### src/design/sensor_pkg.sv
// shared widths, register map, mode bits and pixel types, imported by every sensor channel block
package sensor_pkg;

    localparam int SENSOR_DATA_WIDTH = 12;              // sensor pixel bits
    localparam int OUT_WIDTH         = 16;              // memory word bits
    localparam int CMD_BYTES         = 6;               // AL, AH, D0..D3
    localparam int CMD_CNT_WIDTH     = $clog2(CMD_BYTES);
    localparam int FIFO_DEPTH_LOG2   = 4;
    localparam int FIFO_DEPTH        = 1 << FIFO_DEPTH_LOG2;

    typedef logic [SENSOR_DATA_WIDTH-1:0] pixel_t;
    typedef logic [OUT_WIDTH-1:0]         word_t;
    typedef logic [7:0]                   cmd_byte_t;
    typedef logic [15:0]                  cmd_addr_t;
    typedef logic [31:0]                  cmd_data_t;
    typedef logic [FIFO_DEPTH_LOG2:0]     fifo_ptr_t;  // extra msb tells full from empty
    typedef logic [2:0]                   pix_flags_t; // {sof, eol, eof}

    localparam cmd_addr_t SENSOR_CTRL_ADDR = 16'h0400; // channel mode register
    localparam cmd_addr_t SENSOR_CTRL_MASK = 16'h07ff; // address compare mask

    localparam int MODE_EN_BIT    = 8; // 1 enables the channel
    localparam int MODE_16BIT_BIT = 9; // 1 for 16 bpp, 0 for packed 8 bpp

    // positions inside pix_flags_t
    localparam int FLAG_SOF = 2;
    localparam int FLAG_EOL = 1;
    localparam int FLAG_EOF = 0;

    typedef enum logic [1:0] {
        FI_IDLE,       // waiting for vact low before arming
        FI_WAIT_FRAME, // vact low, waiting for the next rise
        FI_IN_FRAME    // accepting pixels of an enabled frame
    } fi_state_t;

    typedef enum logic {
        DS_IDLE,       // waiting for the strobe with AL
        DS_COLLECT     // receiving AH and D0..D3
    } deser_state_t;

endpackage

### src/design/sensor_cmd_deser.sv
// byte-serial command receiver; writes chn_en and bit16 from commands hitting the mode register
`timescale 1ns/1ps

module sensor_cmd_deser (
    input  logic                 mclk,
    input  logic                 mrst,
    input  sensor_pkg::cmd_byte_t cmd_ad_i,  // AL with the strobe, then AH, D0..D3
    input  logic                 cmd_stb_i,
    output logic                 chn_en_o,
    output logic                 bit16_o
);
    import sensor_pkg::*;

    deser_state_t             state;
    logic [CMD_CNT_WIDTH-1:0] byte_cnt;  // index of the byte now on cmd_ad_i
    cmd_addr_t                addr_r;    // AH:AL
    logic [23:0]              data_r;    // D2:D1:D0, D3 comes with the last byte
    cmd_data_t                wr_data;
    logic                     addr_hit;
    logic                     last_byte;

    assign last_byte = (state == DS_COLLECT) && (byte_cnt == CMD_CNT_WIDTH'(CMD_BYTES - 1));
    assign wr_data   = {cmd_ad_i, data_r};                               // full word at D3
    assign addr_hit  = (addr_r & SENSOR_CTRL_MASK) == (SENSOR_CTRL_ADDR & SENSOR_CTRL_MASK);

    always_ff @(posedge mclk) begin
        if (mrst) begin
            state    <= DS_IDLE;
            byte_cnt <= '0;
            chn_en_o <= 1'b0;
            bit16_o  <= 1'b0;
        end else begin
            case (state)
                DS_IDLE: begin
                    if (cmd_stb_i) begin
                        state    <= DS_COLLECT;
                        byte_cnt <= CMD_CNT_WIDTH'(1); // AL taken now, AH next
                    end
                end
                DS_COLLECT: begin
                    byte_cnt <= byte_cnt + 1'b1;
                    if (last_byte) begin
                        state <= DS_IDLE;
                        if (addr_hit) begin          // other addresses belong to other blocks
                            chn_en_o <= wr_data[MODE_EN_BIT];
                            bit16_o  <= wr_data[MODE_16BIT_BIT];
                        end
                    end
                end
                default: state <= DS_IDLE;
            endcase
        end
    end

    // address and data shift registers, lsb byte first
    always_ff @(posedge mclk) begin
        if (state == DS_IDLE && cmd_stb_i) begin
            addr_r <= {cmd_ad_i, addr_r[15:8]};          // AL
        end else if (state == DS_COLLECT && byte_cnt == CMD_CNT_WIDTH'(1)) begin
            addr_r <= {cmd_ad_i, addr_r[15:8]};          // AH
        end else if (state == DS_COLLECT && !last_byte) begin
            data_r <= {cmd_ad_i, data_r[23:8]};          // D0..D2
        end
    end

endmodule

### src/design/sensor_frame_in.sv
// sensor front end; finds frame and line edges and pushes each pixel with its sof/eol/eof flags
`timescale 1ns/1ps

module sensor_frame_in (
    input  logic                   mclk,
    input  logic                   mrst,
    input  sensor_pkg::pixel_t     pxd_i,
    input  logic                   vact_i,       // frame active
    input  logic                   hact_i,       // line active, one pixel per cycle
    input  logic                   chn_en_i,     // sampled at vact rise
    input  logic                   full_i,
    output logic                   push_o,
    output sensor_pkg::pixel_t     push_pix_o,
    output sensor_pkg::pix_flags_t push_flags_o, // {sof, eol, eof}
    output logic                   overflow_o    // sticky, a pixel was lost
);
    import sensor_pkg::*;

    fi_state_t state;
    pixel_t    hold_pix;   // pixel waiting for its flags
    logic      hold_valid;
    logic      hold_sof;   // held pixel opens the frame
    logic      hold_eol;   // hact fell after the held pixel
    logic      first_pend; // no pixel yet in this frame

    always_ff @(posedge mclk) begin
        if (mrst) begin
            state      <= FI_IDLE;
            hold_valid <= 1'b0;
            hold_sof   <= 1'b0;
            hold_eol   <= 1'b0;
            first_pend <= 1'b0;
            push_o     <= 1'b0;
            overflow_o <= 1'b0;
        end else begin
            push_o <= 1'b0;
            if (push_o && full_i) overflow_o <= 1'b1;      // fifo drops this push
            case (state)
                FI_IDLE: begin
                    if (!vact_i) state <= FI_WAIT_FRAME; // never start mid-frame
                end
                FI_WAIT_FRAME: begin
                    if (vact_i) begin
                        state      <= chn_en_i ? FI_IN_FRAME : FI_IDLE; // disabled: skip frame
                        first_pend <= chn_en_i;
                    end
                end
                FI_IN_FRAME: begin
                    if (!vact_i) begin                   // frame end flushes the hold
                        push_o     <= hold_valid;
                        hold_valid <= 1'b0;
                        state      <= FI_WAIT_FRAME;
                    end else if (hact_i) begin           // new pixel settles the held one
                        push_o     <= hold_valid;
                        hold_valid <= 1'b1;
                        hold_sof   <= first_pend;
                        hold_eol   <= 1'b0;
                        first_pend <= 1'b0;
                    end else if (hold_valid) begin
                        hold_eol <= 1'b1;                // line gap after held pixel
                    end
                end
                default: state <= FI_IDLE;
            endcase
        end
    end

    // hold and push payload
    always_ff @(posedge mclk) begin
        if (state == FI_IN_FRAME) begin
            push_pix_o   <= hold_pix;
            push_flags_o <= vact_i ? {hold_sof, hold_eol, 1'b0} : {hold_sof, 2'b11};
            if (vact_i && hact_i) hold_pix <= pxd_i;
        end
    end

endmodule

### src/design/sensor_pixel_fifo.sv
// 16-entry synchronous FIFO of flagged pixels between the front end and the packer
`timescale 1ns/1ps

module sensor_pixel_fifo (
    input  logic                   mclk,
    input  logic                   mrst,
    input  logic                   push_i,
    input  sensor_pkg::pixel_t     push_pix_i,
    input  sensor_pkg::pix_flags_t push_flags_i,
    input  logic                   pop_ready_i,
    output logic                   full_o,
    output logic                   pop_valid_o,
    output sensor_pkg::pixel_t     pop_pix_o,
    output sensor_pkg::pix_flags_t pop_flags_o
);
    import sensor_pkg::*;

    pixel_t     pix_mem  [FIFO_DEPTH];
    pix_flags_t flag_mem [FIFO_DEPTH];
    fifo_ptr_t  wr_ptr;
    fifo_ptr_t  rd_ptr;
    logic       do_push;
    logic       do_pop;

    // same index, different wrap bit
    assign full_o = (wr_ptr[FIFO_DEPTH_LOG2] != rd_ptr[FIFO_DEPTH_LOG2]) &&
                    (wr_ptr[FIFO_DEPTH_LOG2-1:0] == rd_ptr[FIFO_DEPTH_LOG2-1:0]);
    assign pop_valid_o = (wr_ptr != rd_ptr);           // not empty
    assign do_push     = push_i && !full_o;            // push while full is lost
    assign do_pop      = pop_valid_o && pop_ready_i;

    // asynchronous read, entry shows the cycle after its push
    assign pop_pix_o   = pix_mem[rd_ptr[FIFO_DEPTH_LOG2-1:0]];
    assign pop_flags_o = flag_mem[rd_ptr[FIFO_DEPTH_LOG2-1:0]];

    always_ff @(posedge mclk) begin
        if (do_push) begin
            pix_mem[wr_ptr[FIFO_DEPTH_LOG2-1:0]]  <= push_pix_i;
            flag_mem[wr_ptr[FIFO_DEPTH_LOG2-1:0]] <= push_flags_i;
        end
    end

    always_ff @(posedge mclk) begin
        if (mrst) begin
            wr_ptr <= '0;
            rd_ptr <= '0;
        end else begin
            if (do_push) wr_ptr <= wr_ptr + 1'b1;
            if (do_pop)  rd_ptr <= rd_ptr + 1'b1;
        end
    end

endmodule

### src/design/sensor_out_packer.sv
// output packer; turns FIFO pixels into 16-bit memory words, one pixel or two packed bytes each
`timescale 1ns/1ps

module sensor_out_packer (
    input  logic                   mclk,
    input  logic                   mrst,
    input  logic                   bit16_i,       // sampled with the sof pixel
    input  logic                   pop_valid_i,
    input  sensor_pkg::pixel_t     pop_pix_i,
    input  sensor_pkg::pix_flags_t pop_flags_i,
    input  logic                   dout_ready_i,
    output logic                   pop_ready_o,
    output sensor_pkg::word_t      dout_o,
    output logic                   dout_valid_o,
    output logic                   last_in_line_o,
    output logic                   sof_o,
    output logic                   eof_o
);
    import sensor_pkg::*;

    logic       mode16_r;   // mode of the current frame
    logic       low_valid;  // 8-bit mode, low byte waiting for a partner
    logic [7:0] low_byte;
    logic       low_sof;    // low byte came from the sof pixel
    logic       pop_fire;
    logic       mode16_now;
    logic       emit;       // this pop completes a word
    logic [7:0] byte_hi;
    word_t      word_next;
    logic       sof_next;

    assign pop_ready_o = !dout_valid_o || dout_ready_i; // output free or leaving
    assign pop_fire    = pop_valid_i && pop_ready_o;
    assign mode16_now  = pop_flags_i[FLAG_SOF] ? bit16_i : mode16_r;
    assign byte_hi     = pop_pix_i[SENSOR_DATA_WIDTH-1 -: 8];

    always_comb begin
        if (mode16_now) begin
            emit      = 1'b1;
            word_next = {pop_pix_i, {(OUT_WIDTH - SENSOR_DATA_WIDTH){1'b0}}}; // left aligned
            sof_next  = pop_flags_i[FLAG_SOF];
        end else if (low_valid) begin
            emit      = 1'b1;
            word_next = {byte_hi, low_byte};     // earlier pixel in low byte
            sof_next  = low_sof;
        end else begin
            emit      = pop_flags_i[FLAG_EOL];   // odd line end, high byte empty
            word_next = {8'h00, byte_hi};
            sof_next  = pop_flags_i[FLAG_SOF];
        end
    end

    always_ff @(posedge mclk) begin
        if (mrst) begin
            dout_valid_o <= 1'b0;
            low_valid    <= 1'b0;
            mode16_r     <= 1'b0;
        end else if (pop_fire) begin
            dout_valid_o <= emit;
            if (pop_flags_i[FLAG_SOF]) mode16_r <= bit16_i;
            if (!mode16_now) low_valid <= !low_valid && !pop_flags_i[FLAG_EOL];
        end else if (dout_ready_i) begin
            dout_valid_o <= 1'b0;                // word taken, nothing new
        end
    end

    always_ff @(posedge mclk) begin
        if (pop_fire && emit) begin
            dout_o         <= word_next;
            sof_o          <= sof_next;
            last_in_line_o <= pop_flags_i[FLAG_EOL];
            eof_o          <= pop_flags_i[FLAG_EOF];
        end
        if (pop_fire && !mode16_now && !low_valid) begin
            low_byte <= byte_hi;
            low_sof  <= pop_flags_i[FLAG_SOF];
        end
    end

endmodule

### src/design/sensor_channel.sv
// sensor channel top; registers the ports and joins command path, front end, FIFO and packer
`timescale 1ns/1ps

module sensor_channel (
    input  logic                  mclk,
    input  logic                  mrst,
    input  sensor_pkg::cmd_byte_t cmd_ad_i,
    input  logic                  cmd_stb_i,
    input  sensor_pkg::pixel_t    pxd_i,
    input  logic                  vact_i,
    input  logic                  hact_i,
    input  logic                  dout_ready_i,  // memory side takes dout_o
    output sensor_pkg::word_t     dout_o,
    output logic                  dout_valid_o,
    output logic                  last_in_line_o,
    output logic                  sof_o,
    output logic                  eof_o,
    output logic                  overflow_o
);
    import sensor_pkg::*;

    cmd_byte_t  cmd_ad_r;
    logic       cmd_stb_r;
    pixel_t     pxd_r;
    logic       vact_r;
    logic       hact_r;
    logic       chn_en;
    logic       bit16;
    logic       push;
    pixel_t     push_pix;
    pix_flags_t push_flags;
    logic       fifo_full;
    logic       pop_valid;
    logic       pop_ready;
    pixel_t     pop_pix;
    pix_flags_t pop_flags;

    always_ff @(posedge mclk) begin
        cmd_ad_r <= cmd_ad_i;
        pxd_r    <= pxd_i;
        if (mrst) begin
            cmd_stb_r <= 1'b0;
            vact_r    <= 1'b0;
            hact_r    <= 1'b0;
        end else begin
            cmd_stb_r <= cmd_stb_i;
            vact_r    <= vact_i;
            hact_r    <= hact_i;
        end
    end

    sensor_cmd_deser sensor_cmd_deser_inst (
        .mclk(mclk), .mrst(mrst),
        .cmd_ad_i(cmd_ad_r), .cmd_stb_i(cmd_stb_r),
        .chn_en_o(chn_en), .bit16_o(bit16)
    );

    sensor_frame_in sensor_frame_in_inst (
        .mclk(mclk), .mrst(mrst),
        .pxd_i(pxd_r), .vact_i(vact_r), .hact_i(hact_r),
        .chn_en_i(chn_en), .full_i(fifo_full),
        .push_o(push), .push_pix_o(push_pix), .push_flags_o(push_flags),
        .overflow_o(overflow_o)
    );

    sensor_pixel_fifo sensor_pixel_fifo_inst (
        .mclk(mclk), .mrst(mrst),
        .push_i(push), .push_pix_i(push_pix), .push_flags_i(push_flags),
        .pop_ready_i(pop_ready), .full_o(fifo_full),
        .pop_valid_o(pop_valid), .pop_pix_o(pop_pix), .pop_flags_o(pop_flags)
    );

    sensor_out_packer sensor_out_packer_inst (
        .mclk(mclk), .mrst(mrst), .bit16_i(bit16),
        .pop_valid_i(pop_valid), .pop_pix_i(pop_pix), .pop_flags_i(pop_flags),
        .dout_ready_i(dout_ready_i), .pop_ready_o(pop_ready),
        .dout_o(dout_o), .dout_valid_o(dout_valid_o),
        .last_in_line_o(last_in_line_o), .sof_o(sof_o), .eof_o(eof_o)
    );

endmodule

### config.mk
export PLATFORM = sky130hd
export DESIGN_NAME = sensor_channel
export DESIGN_NICKNAME = d
export VERILOG_FILES = /design/src/design/sensor_pkg.sv /design/src/design/sensor_cmd_deser.sv /design/src/design/sensor_frame_in.sv /design/src/design/sensor_pixel_fifo.sv /design/src/design/sensor_out_packer.sv /design/src/design/sensor_channel.sv
export SDC_FILE = /design/constraint.sdc
export NUM_CORES = 1
export LEC_CHECK = 0
export BUFFER_PORTS_ARGS = -buffer_cell sky130_fd_sc_hd__buf_2
export CORE_MARGIN = 4
export CORE_UTILIZATION = 50
export CTS_CLUSTER_SIZE = 8
export DETAILED_ROUTE_END_ITERATION = 10
export HOLD_SLACK_MARGIN = 0.03
export PLACE_DENSITY = 0.69
export SLEW_MARGIN = 25
export SYNTH_ARGS = -nofsm -noshare
export SYNTH_HDL_FRONTEND = slang
export SYNTH_SLANG_ARGS = --single-unit
### constraint.sdc
create_clock -name mclk -period 3.5 [get_ports mclk]
set_input_delay 0.175 -clock mclk [delete_from_list [all_inputs] [get_ports mclk]]
set_output_delay 0.175 -clock mclk [all_outputs]
set_load 0.1 [all_outputs]
==> flow_metrics.py, run 1 <==
metrics = {
    "sta": {
        "rsz0062_at_grt": "false",
        "maxSlewViolCount": 0,
        "fin_skew_ns": 0.0314,
        "tightestPinTransition_ns": 0.846,
        "slew_headroom_pct": 43.6,
        "tns_ns": 0,
        "fmax_mhz": 351,
        "hold_viol": 0,
        "fin_crit_sh_pct": 81.4,
        "fin_crit_ns": 2.85,
        "setup_violations": 0,
    },
    "clock_tree": {
        "clk_pin_slew_ns": 0.05,
        "cts-root-buf": "clkbuf_16",
        "clk-insertion-delay-late_ns": 0.54,
        "cts_inserted_buffers": 52,
        "cts.sinks": 369,
        "cts_max_path_buffers": 3,
        "cts_tree": "built",
        "post_cts_buffers": 0,
        "htreeDepth": 2,
    },
    "route": {
        "wl_um": 26700,
        "ant_nets": 0,
        "wl_per_cell_um": 23.0,
        "dr.pass1.iters": 5,
        "drc_errors": 0,
        "num_vias": 6563,
        "vias_per_cell": 5.66,
        "first_iter_violations": 649,
    },
    "synthesis": {
        "synth.area.top_cells": "edfxtp_1, mux4_2, dfxtp_1",
        "yosys_warnings": 0,
        "synthMuxAreaShare_pct": 13.4,
        "synth_xor_area_share_pct": 0.715,
        "synth_top_family_by_area": "multiplexers",
        "netlist_area_um2": 13500,
        "ys_ff_latch": 369,
        "synth_top_area_share_pct": 70.2,
        "syn_nets": 693,
        "synth-simple-area-share_pct": 3.78,
        "syn_inst": 660,
        "yosys.area.top_type": "edfxtp_1",
        "seq_area_frac_synth_pct": 78.2,
        "synth-compound-area-share_pct": 2.03,
        "syn_area_per_cell_um2": 20.4,
        "synthAdderAreaFrac_pct": 0.650,
        "synth_cell_types": 38,
    },
    "die": {
        "die-area_um2": 29600,
        "die_y_um": 172,
        "core_area_um2": 26300,
        "io_pins": 47,
        "die_x_um": 172,
        "initial_utilization_pct": 51.3,
        "fp-row-count": 59,
    },
    "global_routing": {
        "grt_start_max_net_pins": 35,
        "antenna_found_initial": 0,
        "grt_pass1_vias": 6850,
        "grt.overflow.total": 0,
        "gr-usage-all-layers_pct": 18.7,
        "grt_pass1_wl_um": 41500,
    },
    "placement": {
        "io_buffers": 46,
        "hpwl_um": 15200,
        "place_congestion": 0.793,
    },
    "critical_path": {
        "path_class": "reg2reg",
        "ff2ff_path_depth": 5,
        "critical_path.max_stage_delay_ns": 0.55,
        "worstPathRequired_ns": 3.76,
        "worst_ep_arrival_time_ns": 3.11,
        "r2r_setup_slack_ns": 0.65,
        "start_kind": "flip-flop",
        "timing.rr.end": "sensor_out_packer_inst.dout_o[9]",
        "path_max_fanout": 18,
        "crit_buf_inv": 0,
        "crit_path_cell_trace": "mux4_2, mux4_2, mux2_4, nor2_1, nor2b_1",
        "slowest_stage": "mux4_2",
        "cp_top_family": "multiplexers",
        "end_kind": "flip-flop",
        "crit_top_cell": "mux4_2",
    },
    "finish": {
        "num_antenna_cells": 0,
        "area_growth_syn_to_layout_pct": 18.3,
        "drive_gt1_share_pct": 25.2,
        "final_nets": 814,
        "fin_util_pct": 60.7,
        "final_common_cell": "edfxtp_1",
        "final_cell_mix": "edfxtp_1, mux4_2, dfxtp_1, clkbuf_16, buf_2",
    },
    "job": {
        "maxCapViolations": 0,
    },
    "power_and_ir_drop": {
        "leakagePower_nw": 5.26,
        "max-vdd-ir-drop_mv": 0.475,
        "power_density_nw_per_um2": 626,
        "total_power_mw": 9.99,
    },
    "worst_hold_path": {
        "min_to": "sensor_out_packer_inst.dout_valid_o",
        "hold_path.startpoint": "dout_ready_i",
        "hp-class": "in2reg",
        "whs_path_depth": 4,
    },
    "outcome": {
        "status": "complete, no violations",
    },
}
==> synthesized netlist by cell type (all sizes together) <==
| library cell | instances |
|---|---|
| a211oi | 7 |
| a21oi | 19 |
| a221oi | 1 |
| a22oi | 1 |
| a31oi | 1 |
| a32oi | 1 |
| and2 | 2 |
| and3 | 16 |
| buf | 15 |
| clkbuf | 15 |
| dfxtp | 54 |
| edfxtp | 315 |
| ha | 7 |
| inv | 10 |
| mux2 | 5 |
| mux2i | 17 |
| mux4 | 70 |
| nand2 | 4 |
| nand2b | 3 |
| nand4 | 2 |
| nor2 | 33 |
| nor2b | 23 |
| nor3 | 7 |
| nor3b | 1 |
| nor4 | 2 |
| o2111a | 1 |
| o211ai | 3 |
| o21a | 2 |
| o21ai | 6 |
| o31a | 1 |
| o31ai | 1 |
| or3 | 2 |
| or4 | 2 |
| xnor2 | 6 |
| xor2 | 5 |
==> worst min-delay path, stage by stage <==
cell and delay (ns):
buf_2 0.07, inv_1 0.04, nand2_1 0.14, a221oi_1 0.11
==> power breakdown <==
part / switching, mW / total [mW] / leakage, nW / internal [mW]
registers: 0.0785 / 4.90 / 3.29 / 4.82
clock network: 1.70 / 4.48 / 0.706 / 2.78
logic: 0.329 / 0.609 / 1.27 / 0.280
total: 2.11 / 9.99 / 5.26 / 7.88
==> per-stage QoR <==
stage	instance area (um^2)	std cells	worst slack, ns	hold slack (ns)
detailed placement	14200	1039	0.634	0.279
floorplan	13500	660	0.0876	0.203
CTS	15900	1159	0.622	0.0543
global placement	14200	1039	0.778	0.277
finish	15900	1159	0.651	0.0603
global route	15900	1159	0.519	0.105
==> flip-flops by register name (all words and copies together), names as in the netlist, 2 cells and up, named ones only <==
signal / count
sensor_frame_in_inst.push_flags_o: 3
sensor_out_packer_inst.dout_o: 16
sensor_cmd_deser_inst.byte_cnt: 3
sensor_pixel_fifo_inst.flag_mem: 48
sensor_pixel_fifo_inst.wr_ptr: 5
pxd_r: 12
sensor_frame_in_inst.hold_pix: 12
sensor_cmd_deser_inst.addr_r: 16
sensor_pixel_fifo_inst.rd_ptr: 5
sensor_out_packer_inst.low_byte: 8
cmd_ad_r: 8
sensor_frame_in_inst.push_pix_o: 12
sensor_frame_in_inst.state: 2
sensor_pixel_fifo_inst.pix_mem: 192
sensor_cmd_deser_inst.data_r: 4
==> repair_timing <==
item	4_1_cts	5_1_grt
hold buffers	23	0
gates resized for setup	0	0
hold endpoints to repair	23	0
==> kinds of logic (layout without fill, tap and decap cells) <==
group / Yosys count / in the layout
compound gates: 44 / 44
flops: 369 / 369
fa+ha+maj: 7 / 7
xor+xnor: 11 / 11
simple gates: 97 / 97
buf+inv: 40 / 204
mux: 92 / 92
==> worst max-delay path by stage <==
| stage | start | endpoint | slack (ns) | cells after the start |
|---|---|---|---|---|
| final | flip-flop | sensor_out_packer_inst.dout_o[9] | 0.65 | 5 |
| after floorplan | flip-flop | sensor_out_packer_inst.dout_o[0] | 0.09 | 7 |
| after global placement | flip-flop | sensor_out_packer_inst.dout_o[9] | 0.78 | 5 |
| after global routing | flip-flop | sensor_out_packer_inst.low_byte[1] | 0.52 | 5 |
| after detailed placement | flip-flop | sensor_out_packer_inst.dout_o[9] | 0.63 | 5 |
| after CTS | flip-flop | sensor_out_packer_inst.dout_o[9] | 0.62 | 5 |
==> routing by layer <==
layer	track usage (%)	share of wire, %
met1	25.9	41
met2	31.5	51
met3	3.61	6.6
met4	4.34	1.9
met5	0	0
==> cell type report <==
class	count	area [um^2]
flip-flops and latches	369	10500
fillers	1797	10300
multi-input cells	251	2780
clock buffers	94	1460
repair buffers	97	671
well taps	335	419
inverters	10	37.5
clock inverters	3	33.8
No activity file was read; power rests on OpenSTA's default activity.
==> run 2, diff against run 1 <==
==> constraint.sdc (replaced) <==
create_clock -name mclk -period 2.52 [get_ports mclk]
set_input_delay 0.126 -clock mclk [delete_from_list [all_inputs] [get_ports mclk]]
set_output_delay 0.126 -clock mclk [all_outputs]
set_load 0.1 [all_outputs]
==> flow_metrics.py, run 2 (synthesized netlist as in run 1, its figures left out) <==
metrics = {
    "outcome": {
        "status": "complete, no violations",
    },
    "power_and_ir_drop": {
        "max-vdd-ir-drop_mv": 0.538,
        "total_power_mw": 13.9,
        "power_frac_clock_pct": 44.4,
        "p_int_mw": 11.0,
        "switchingPower_mw": 2.94,
        "p_comb_share_pct": 7.2,
        "seq_power_share_pct": 48.4,
        "power_density_nw_per_um2": 858,
        "switching_share_pct": 21.1,
        "leakagePower_nw": 5.39,
    },
    "global_routing": {
        "antenna_found_initial": 0,
        "grt_start_max_net_pins": 35,
        "grt_pass1_wl_um": 40800,
        "grt_pass1_vias": 6916,
        "gr-usage-all-layers_pct": 18.5,
        "grt.overflow.total": 0,
    },
    "finish": {
        "drive_gt1_share_pct": 28.0,
        "final_cell_mix": "edfxtp_1, mux4_2, clkbuf_16",
        "fillers": 1781,
        "post-route-cell-area_um2": 16300,
        "fin_util_pct": 61.8,
        "seqCellArea_um2": 10500,
        "final_nets": 833,
        "stdcell_count": 1167,
        "final_common_cell": "edfxtp_1",
        "multi_input_area_um2": 2820,
        "area_growth_syn_to_layout_pct": 20.6,
        "largest_reg_flops": 192,
        "num_antenna_cells": 0,
    },
    "placement": {
        "placed_cell_area_um2": 14500,
        "io_buffers": 46,
        "post-place-ws_ns": -0.0919,
        "place_congestion": 0.775,
        "placed_cells": 1054,
        "hpwl_um": 15600,
    },
    "critical_path": {
        "slowest_stage": "mux4_2",
        "start_kind": "flip-flop",
        "ff2ff_path_depth": 6,
        "worst-path-stages": 6,
        "crit_path_cell_trace": "mux4_2, mux4_2, mux2_4, buf_4, nor3_4, buf_12",
        "timing.rr.end": "sensor_out_packer_inst.low_byte[6]",
        "critical_path.max_stage_delay_ns": 0.51,
        "end_kind": "flip-flop",
        "path_class": "reg2reg",
        "r2r_setup_slack_ns": 0.01,
        "worstPathRequired_ns": 2.78,
        "worst_ep_arrival_time_ns": 2.77,
        "path_max_fanout": 9,
        "crit_buf_inv": 2,
        "cp_top_family": "multiplexers",
        "crit_top_cell": "mux4_2",
    },
    "sta": {
        "fin_skew_ns": 0.0214,
        "hold_viol": 0,
        "slew_headroom_pct": 43.2,
        "fin_crit_ns": 2.51,
        "setup_ws_ns": 0.0112,
        "fmax_mhz": 399,
        "rsz0062_at_grt": "true",
        "setup_violations": 0,
        "fin_crit_sh_pct": 99.6,
        "maxSlewViolCount": 0,
        "tightestPinTransition_ns": 0.851,
    },
    "clock_tree": {
        "cts-root-buf": "clkbuf_16",
        "cts_tree": "built",
        "clk-insertion-delay-late_ns": 0.55,
        "cts_max_path_buffers": 3,
        "htreeDepth": 2,
        "cts.sinks": 369,
        "cts_inserted_buffers": 52,
        "clk_pin_slew_ns": 0.05,
    },
    "worst_hold_path": {
        "whs_path_depth": 2,
        "hp-class": "in2reg",
        "hold_path.startpoint": "mrst",
        "min_to": "sensor_cmd_deser_inst.byte_cnt[1]",
    },
    "die": {
        "die_x_um": 172,
        "die_y_um": 172,
        "io_pins": 47,
        "core_area_um2": 26300,
        "fp-row-count": 59,
        "initial_utilization_pct": 51.3,
        "die-area_um2": 29600,
    },
    "route": {
        "num_vias": 6613,
        "ant_nets": 0,
        "wl_per_cell_um": 22.9,
        "first_iter_violations": 554,
        "wl_um": 26700,
        "drc_errors": 0,
        "dr.pass1.iters": 7,
        "vias_per_cell": 5.67,
    },
    "job": {
        "maxCapViolations": 0,
    },
}
## run 2: cell type report
class / instances / area share, %
clock buffers: 83 / 8.85
clock inverters: 3 / 0.162
inverters: 10 / 0.231
multi-input cells: 251 / 17.3
flip-flops and latches: 369 / 64.9
well taps: 335 / 2.58
repair buffers: 116 / 5.91
## run 2: what timing repair did
action                                 in CTS  in global routing
gates resized for setup                     5                  2
setup endpoints to repair                  41                 22
hold buffers                               24                  0
endpoints found under the hold margin      24                  0
pin swaps                                   1                  0
gates cloned                                1                  0
setup buffers                               2                  0
## run 2: worst max path at each step
stage              start                            endpoint
2_1_floorplan  flip-flop    sensor_out_packer_inst.dout_o[0]
3_3_place_gp   flip-flop   sensor_out_packer_inst.dout_o[14]
3_5_place_dp   flip-flop    sensor_out_packer_inst.dout_o[9]
4_1_cts        flip-flop  sensor_out_packer_inst.low_byte[2]
5_1_grt        flip-flop  sensor_out_packer_inst.low_byte[2]
6_report       flip-flop  sensor_out_packer_inst.low_byte[6]
## run 2: metal layers
layer	share of wire [%]	vias to the layer above	GRT usage, %
met5	0	-	0
met4	2.6	0	5.95
met3	6.5	50	3.89
met2	51	257	31.8
met1	40	3382	24.0
li1	-	2924	-
## run 2: power by group through the flow
stage	Sequential (mW)	Clock, mW	Combinational [mW]
after floorplan	6.99	0	0.578
after global placement	6.86	0	0.939
after detailed placement	6.87	0	0.960
after CTS	6.75	6.31	1.01
after global routing	6.75	6.57	1.08
final	6.75	6.18	1.00
## run 2: per-stage QoR
step           TNS [ns]  hold slack [ns]
5_1_grt           -1.05            0.146
2_1_floorplan     -3.34            0.154
6_report              0            0.119
3_3_place_gp     -0.142            0.228
4_1_cts               0            0.102
3_5_place_dp      -2.80            0.230
==> run 3, diff against run 2 <==
--- a/config.mk
+++ b/config.mk
@@ -8,8 +8,10 @@
 export BUFFER_PORTS_ARGS = -buffer_cell sky130_fd_sc_hd__buf_2
 export CORE_MARGIN = 4
 export CORE_UTILIZATION = 50
+export CTS_BUF_LIST = sky130_fd_sc_hd__clkbuf_4 sky130_fd_sc_hd__clkbuf_8
 export CTS_CLUSTER_SIZE = 8
 export DETAILED_ROUTE_END_ITERATION = 10
+export GPL_ROUTABILITY_DRIVEN = 0
 export HOLD_SLACK_MARGIN = 0.03
 export PLACE_DENSITY = 0.69
 export SLEW_MARGIN = 25
==> flow_metrics.py, run 3 (synthesized netlist as in run 1, its figures left out) <==
metrics = {
    "critical_path": {
        "r2r_setup_slack_ns": 0.02,
        "timing.rr.end": "sensor_out_packer_inst.low_byte[0]",
        "crit_path_cell_trace": "mux4_2, mux4_2, mux2_4, buf_4, nor3_4, buf_12",
        "crit_buf_inv": 2,
        "worst_ep_arrival_time_ns": 2.79,
        "cp_top_family": "multiplexers",
        "critical_path.max_stage_delay_ns": 0.51,
        "worstPathRequired_ns": 2.81,
        "start_kind": "flip-flop",
        "end_kind": "flip-flop",
        "path_class": "reg2reg",
        "crit_top_cell": "mux4_2",
        "slowest_stage": "mux4_2",
        "path_max_fanout": 9,
        "ff2ff_path_depth": 6,
    },
    "clock_tree": {
        "htreeDepth": 2,
        "cts.sinks": 369,
        "cts_tree": "built",
        "cts-root-buf": "clkbuf_8",
        "clk_pin_slew_ns": 0.06,
        "cts_max_path_buffers": 3,
        "clk-insertion-delay-late_ns": 0.57,
        "cts_inserted_buffers": 57,
    },
    "power_and_ir_drop": {
        "switching_share_pct": 21.5,
        "max-vdd-ir-drop_mv": 0.457,
        "power_density_nw_per_um2": 792,
        "switchingPower_mw": 2.72,
        "power_frac_clock_pct": 38.6,
        "leakagePower_nw": 5.31,
        "p_int_mw": 9.92,
        "seq_power_share_pct": 53.4,
        "p_comb_share_pct": 8.0,
    },
    "global_routing": {
        "grt_pass1_wl_um": 40600,
        "grt_pass1_vias": 6950,
        "use_met3_pct": 3.43,
        "grt.overflow.total": 0,
        "use_met1_pct": 24.3,
        "grt_busiest_layer": "met2",
        "gr-usage-all-layers_pct": 18.4,
        "grt_start_max_net_pins": 35,
        "antenna_found_initial": 0,
        "grt_util_met2_pct": 31.4,
    },
    "die": {
        "initial_utilization_pct": 51.3,
        "core_area_um2": 26300,
        "io_pins": 47,
        "die_y_um": 172,
        "die-area_um2": 29600,
        "fp-row-count": 59,
        "die_x_um": 172,
    },
    "worst_hold_path": {
        "hold_path.startpoint": "mrst",
        "hp-class": "in2reg",
        "whs_path_depth": 2,
    },
    "finish": {
        "drive_gt1_share_pct": 32.4,
        "fin_util_pct": 60.7,
        "num_antenna_cells": 0,
        "area_growth_syn_to_layout_pct": 18.4,
        "final_cell_mix": "edfxtp_1, mux4_2, clkbuf_8",
        "largest_reg_flops": 192,
        "final_nets": 838,
        "final_common_cell": "edfxtp_1",
        "fillers": 1831,
    },
    "outcome": {
        "status": "complete, no violations",
    },
    "sta": {
        "maxSlewViolCount": 0,
        "fin_skew_ns": 0.0216,
        "tightestPinTransition_ns": 0.914,
        "hold_viol": 0,
        "setup_violations": 0,
        "slew_headroom_pct": 39.0,
        "fin_crit_ns": 2.50,
        "tns_ns": 0,
        "rsz0062_at_grt": "true",
        "fin_crit_sh_pct": 99.3,
        "fmax_mhz": 400,
    },
    "route": {
        "wl_per_cell_um": 22.2,
        "ant_nets": 0,
        "dr.pass1.iters": 5,
        "drc_errors": 0,
        "num_vias": 6566,
        "wl_um": 26300,
        "first_iter_violations": 591,
        "vias_per_cell": 5.55,
    },
    "job": {
        "maxCapViolations": 0,
    },
    "placement": {
        "hpwl_um": 15600,
        "io_buffers": 46,
    },
}
## run 3: cell count changes in the layout (fill, tap and decap cells not counted), moves of 2 or more
cell	before	now
clkbuf_16	53	0
clkbuf_4	0	29
clkinv_2	0	2
clkbuf_1	30	0
inv_6	2	0
clkinv_1	0	6
clkbuf_8	0	65
## run 3: final cells by class
class                      instances  area (um^2)  area share, %
multi-input combinational        251         2830           17.7
clock buffer                      94         1110           6.97
tap                              335          419           2.63
timing repair buffer             116          965           6.05
inverter                          10         37.5          0.235
clock inverter                     9         40.0          0.251
sequential                       369        10500           66.1
## run 3: through the flow
stage	hold slack, ns	setup slack, ns	cells	cell area, um^2	total power, mW
2_1_floorplan	0.154	-0.134	660	13500	7.57
3_3_place_gp	0.228	-0.0143	1054	14500	7.80
3_5_place_dp	0.230	-0.0919	1054	14500	7.83
4_1_cts	0.0553	0.0191	1184	15900	12.8
5_1_grt	0.105	-0.0627	1184	16000	13.1
6_report	0.0959	0.0188	1184	16000	12.6
## run 3: repair_timing
item / in CTS / in global routing
hold buffers: 24 / 0
hold endpoints to repair: 24 / 0
gates cloned: 1 / 0
endpoints found under the setup margin: 41 / 21
pin swaps: 1 / 0
gates resized for setup: 7 / 3
setup buffers: 2 / 0
## run 3: worst max-delay path by stage
stage | startpoint | endpoint | cells past startpoint
after floorplan | flip-flop | sensor_out_packer_inst.dout_o[0] | 7
after detailed placement | flip-flop | sensor_out_packer_inst.dout_o[9] | 7
after global placement | flip-flop | sensor_out_packer_inst.dout_o[14] | 7
after global routing | flip-flop | sensor_out_packer_inst.low_byte[2] | 6
after CTS | flip-flop | sensor_out_packer_inst.low_byte[1] | 6
final | flip-flop | sensor_out_packer_inst.low_byte[0] | 6
## run 3: per-layer routing
metal | share of wire, % | wire (um)
met1 | 41 | 10800
met2 | 52 | 13500
met3 | 5.1 | 1350
met4 | 2.4 | 642
met5 | 0 | 0
## run 3: power by group through the flow
stage	logic, mW	registers [mW]	clock network [mW]
finish	1.01	6.74	4.88
global route	1.08	6.75	5.30
CTS	1.01	6.74	5.00
detailed placement	0.960	6.87	0
global placement	0.939	6.86	0
floorplan	0.578	6.99	0
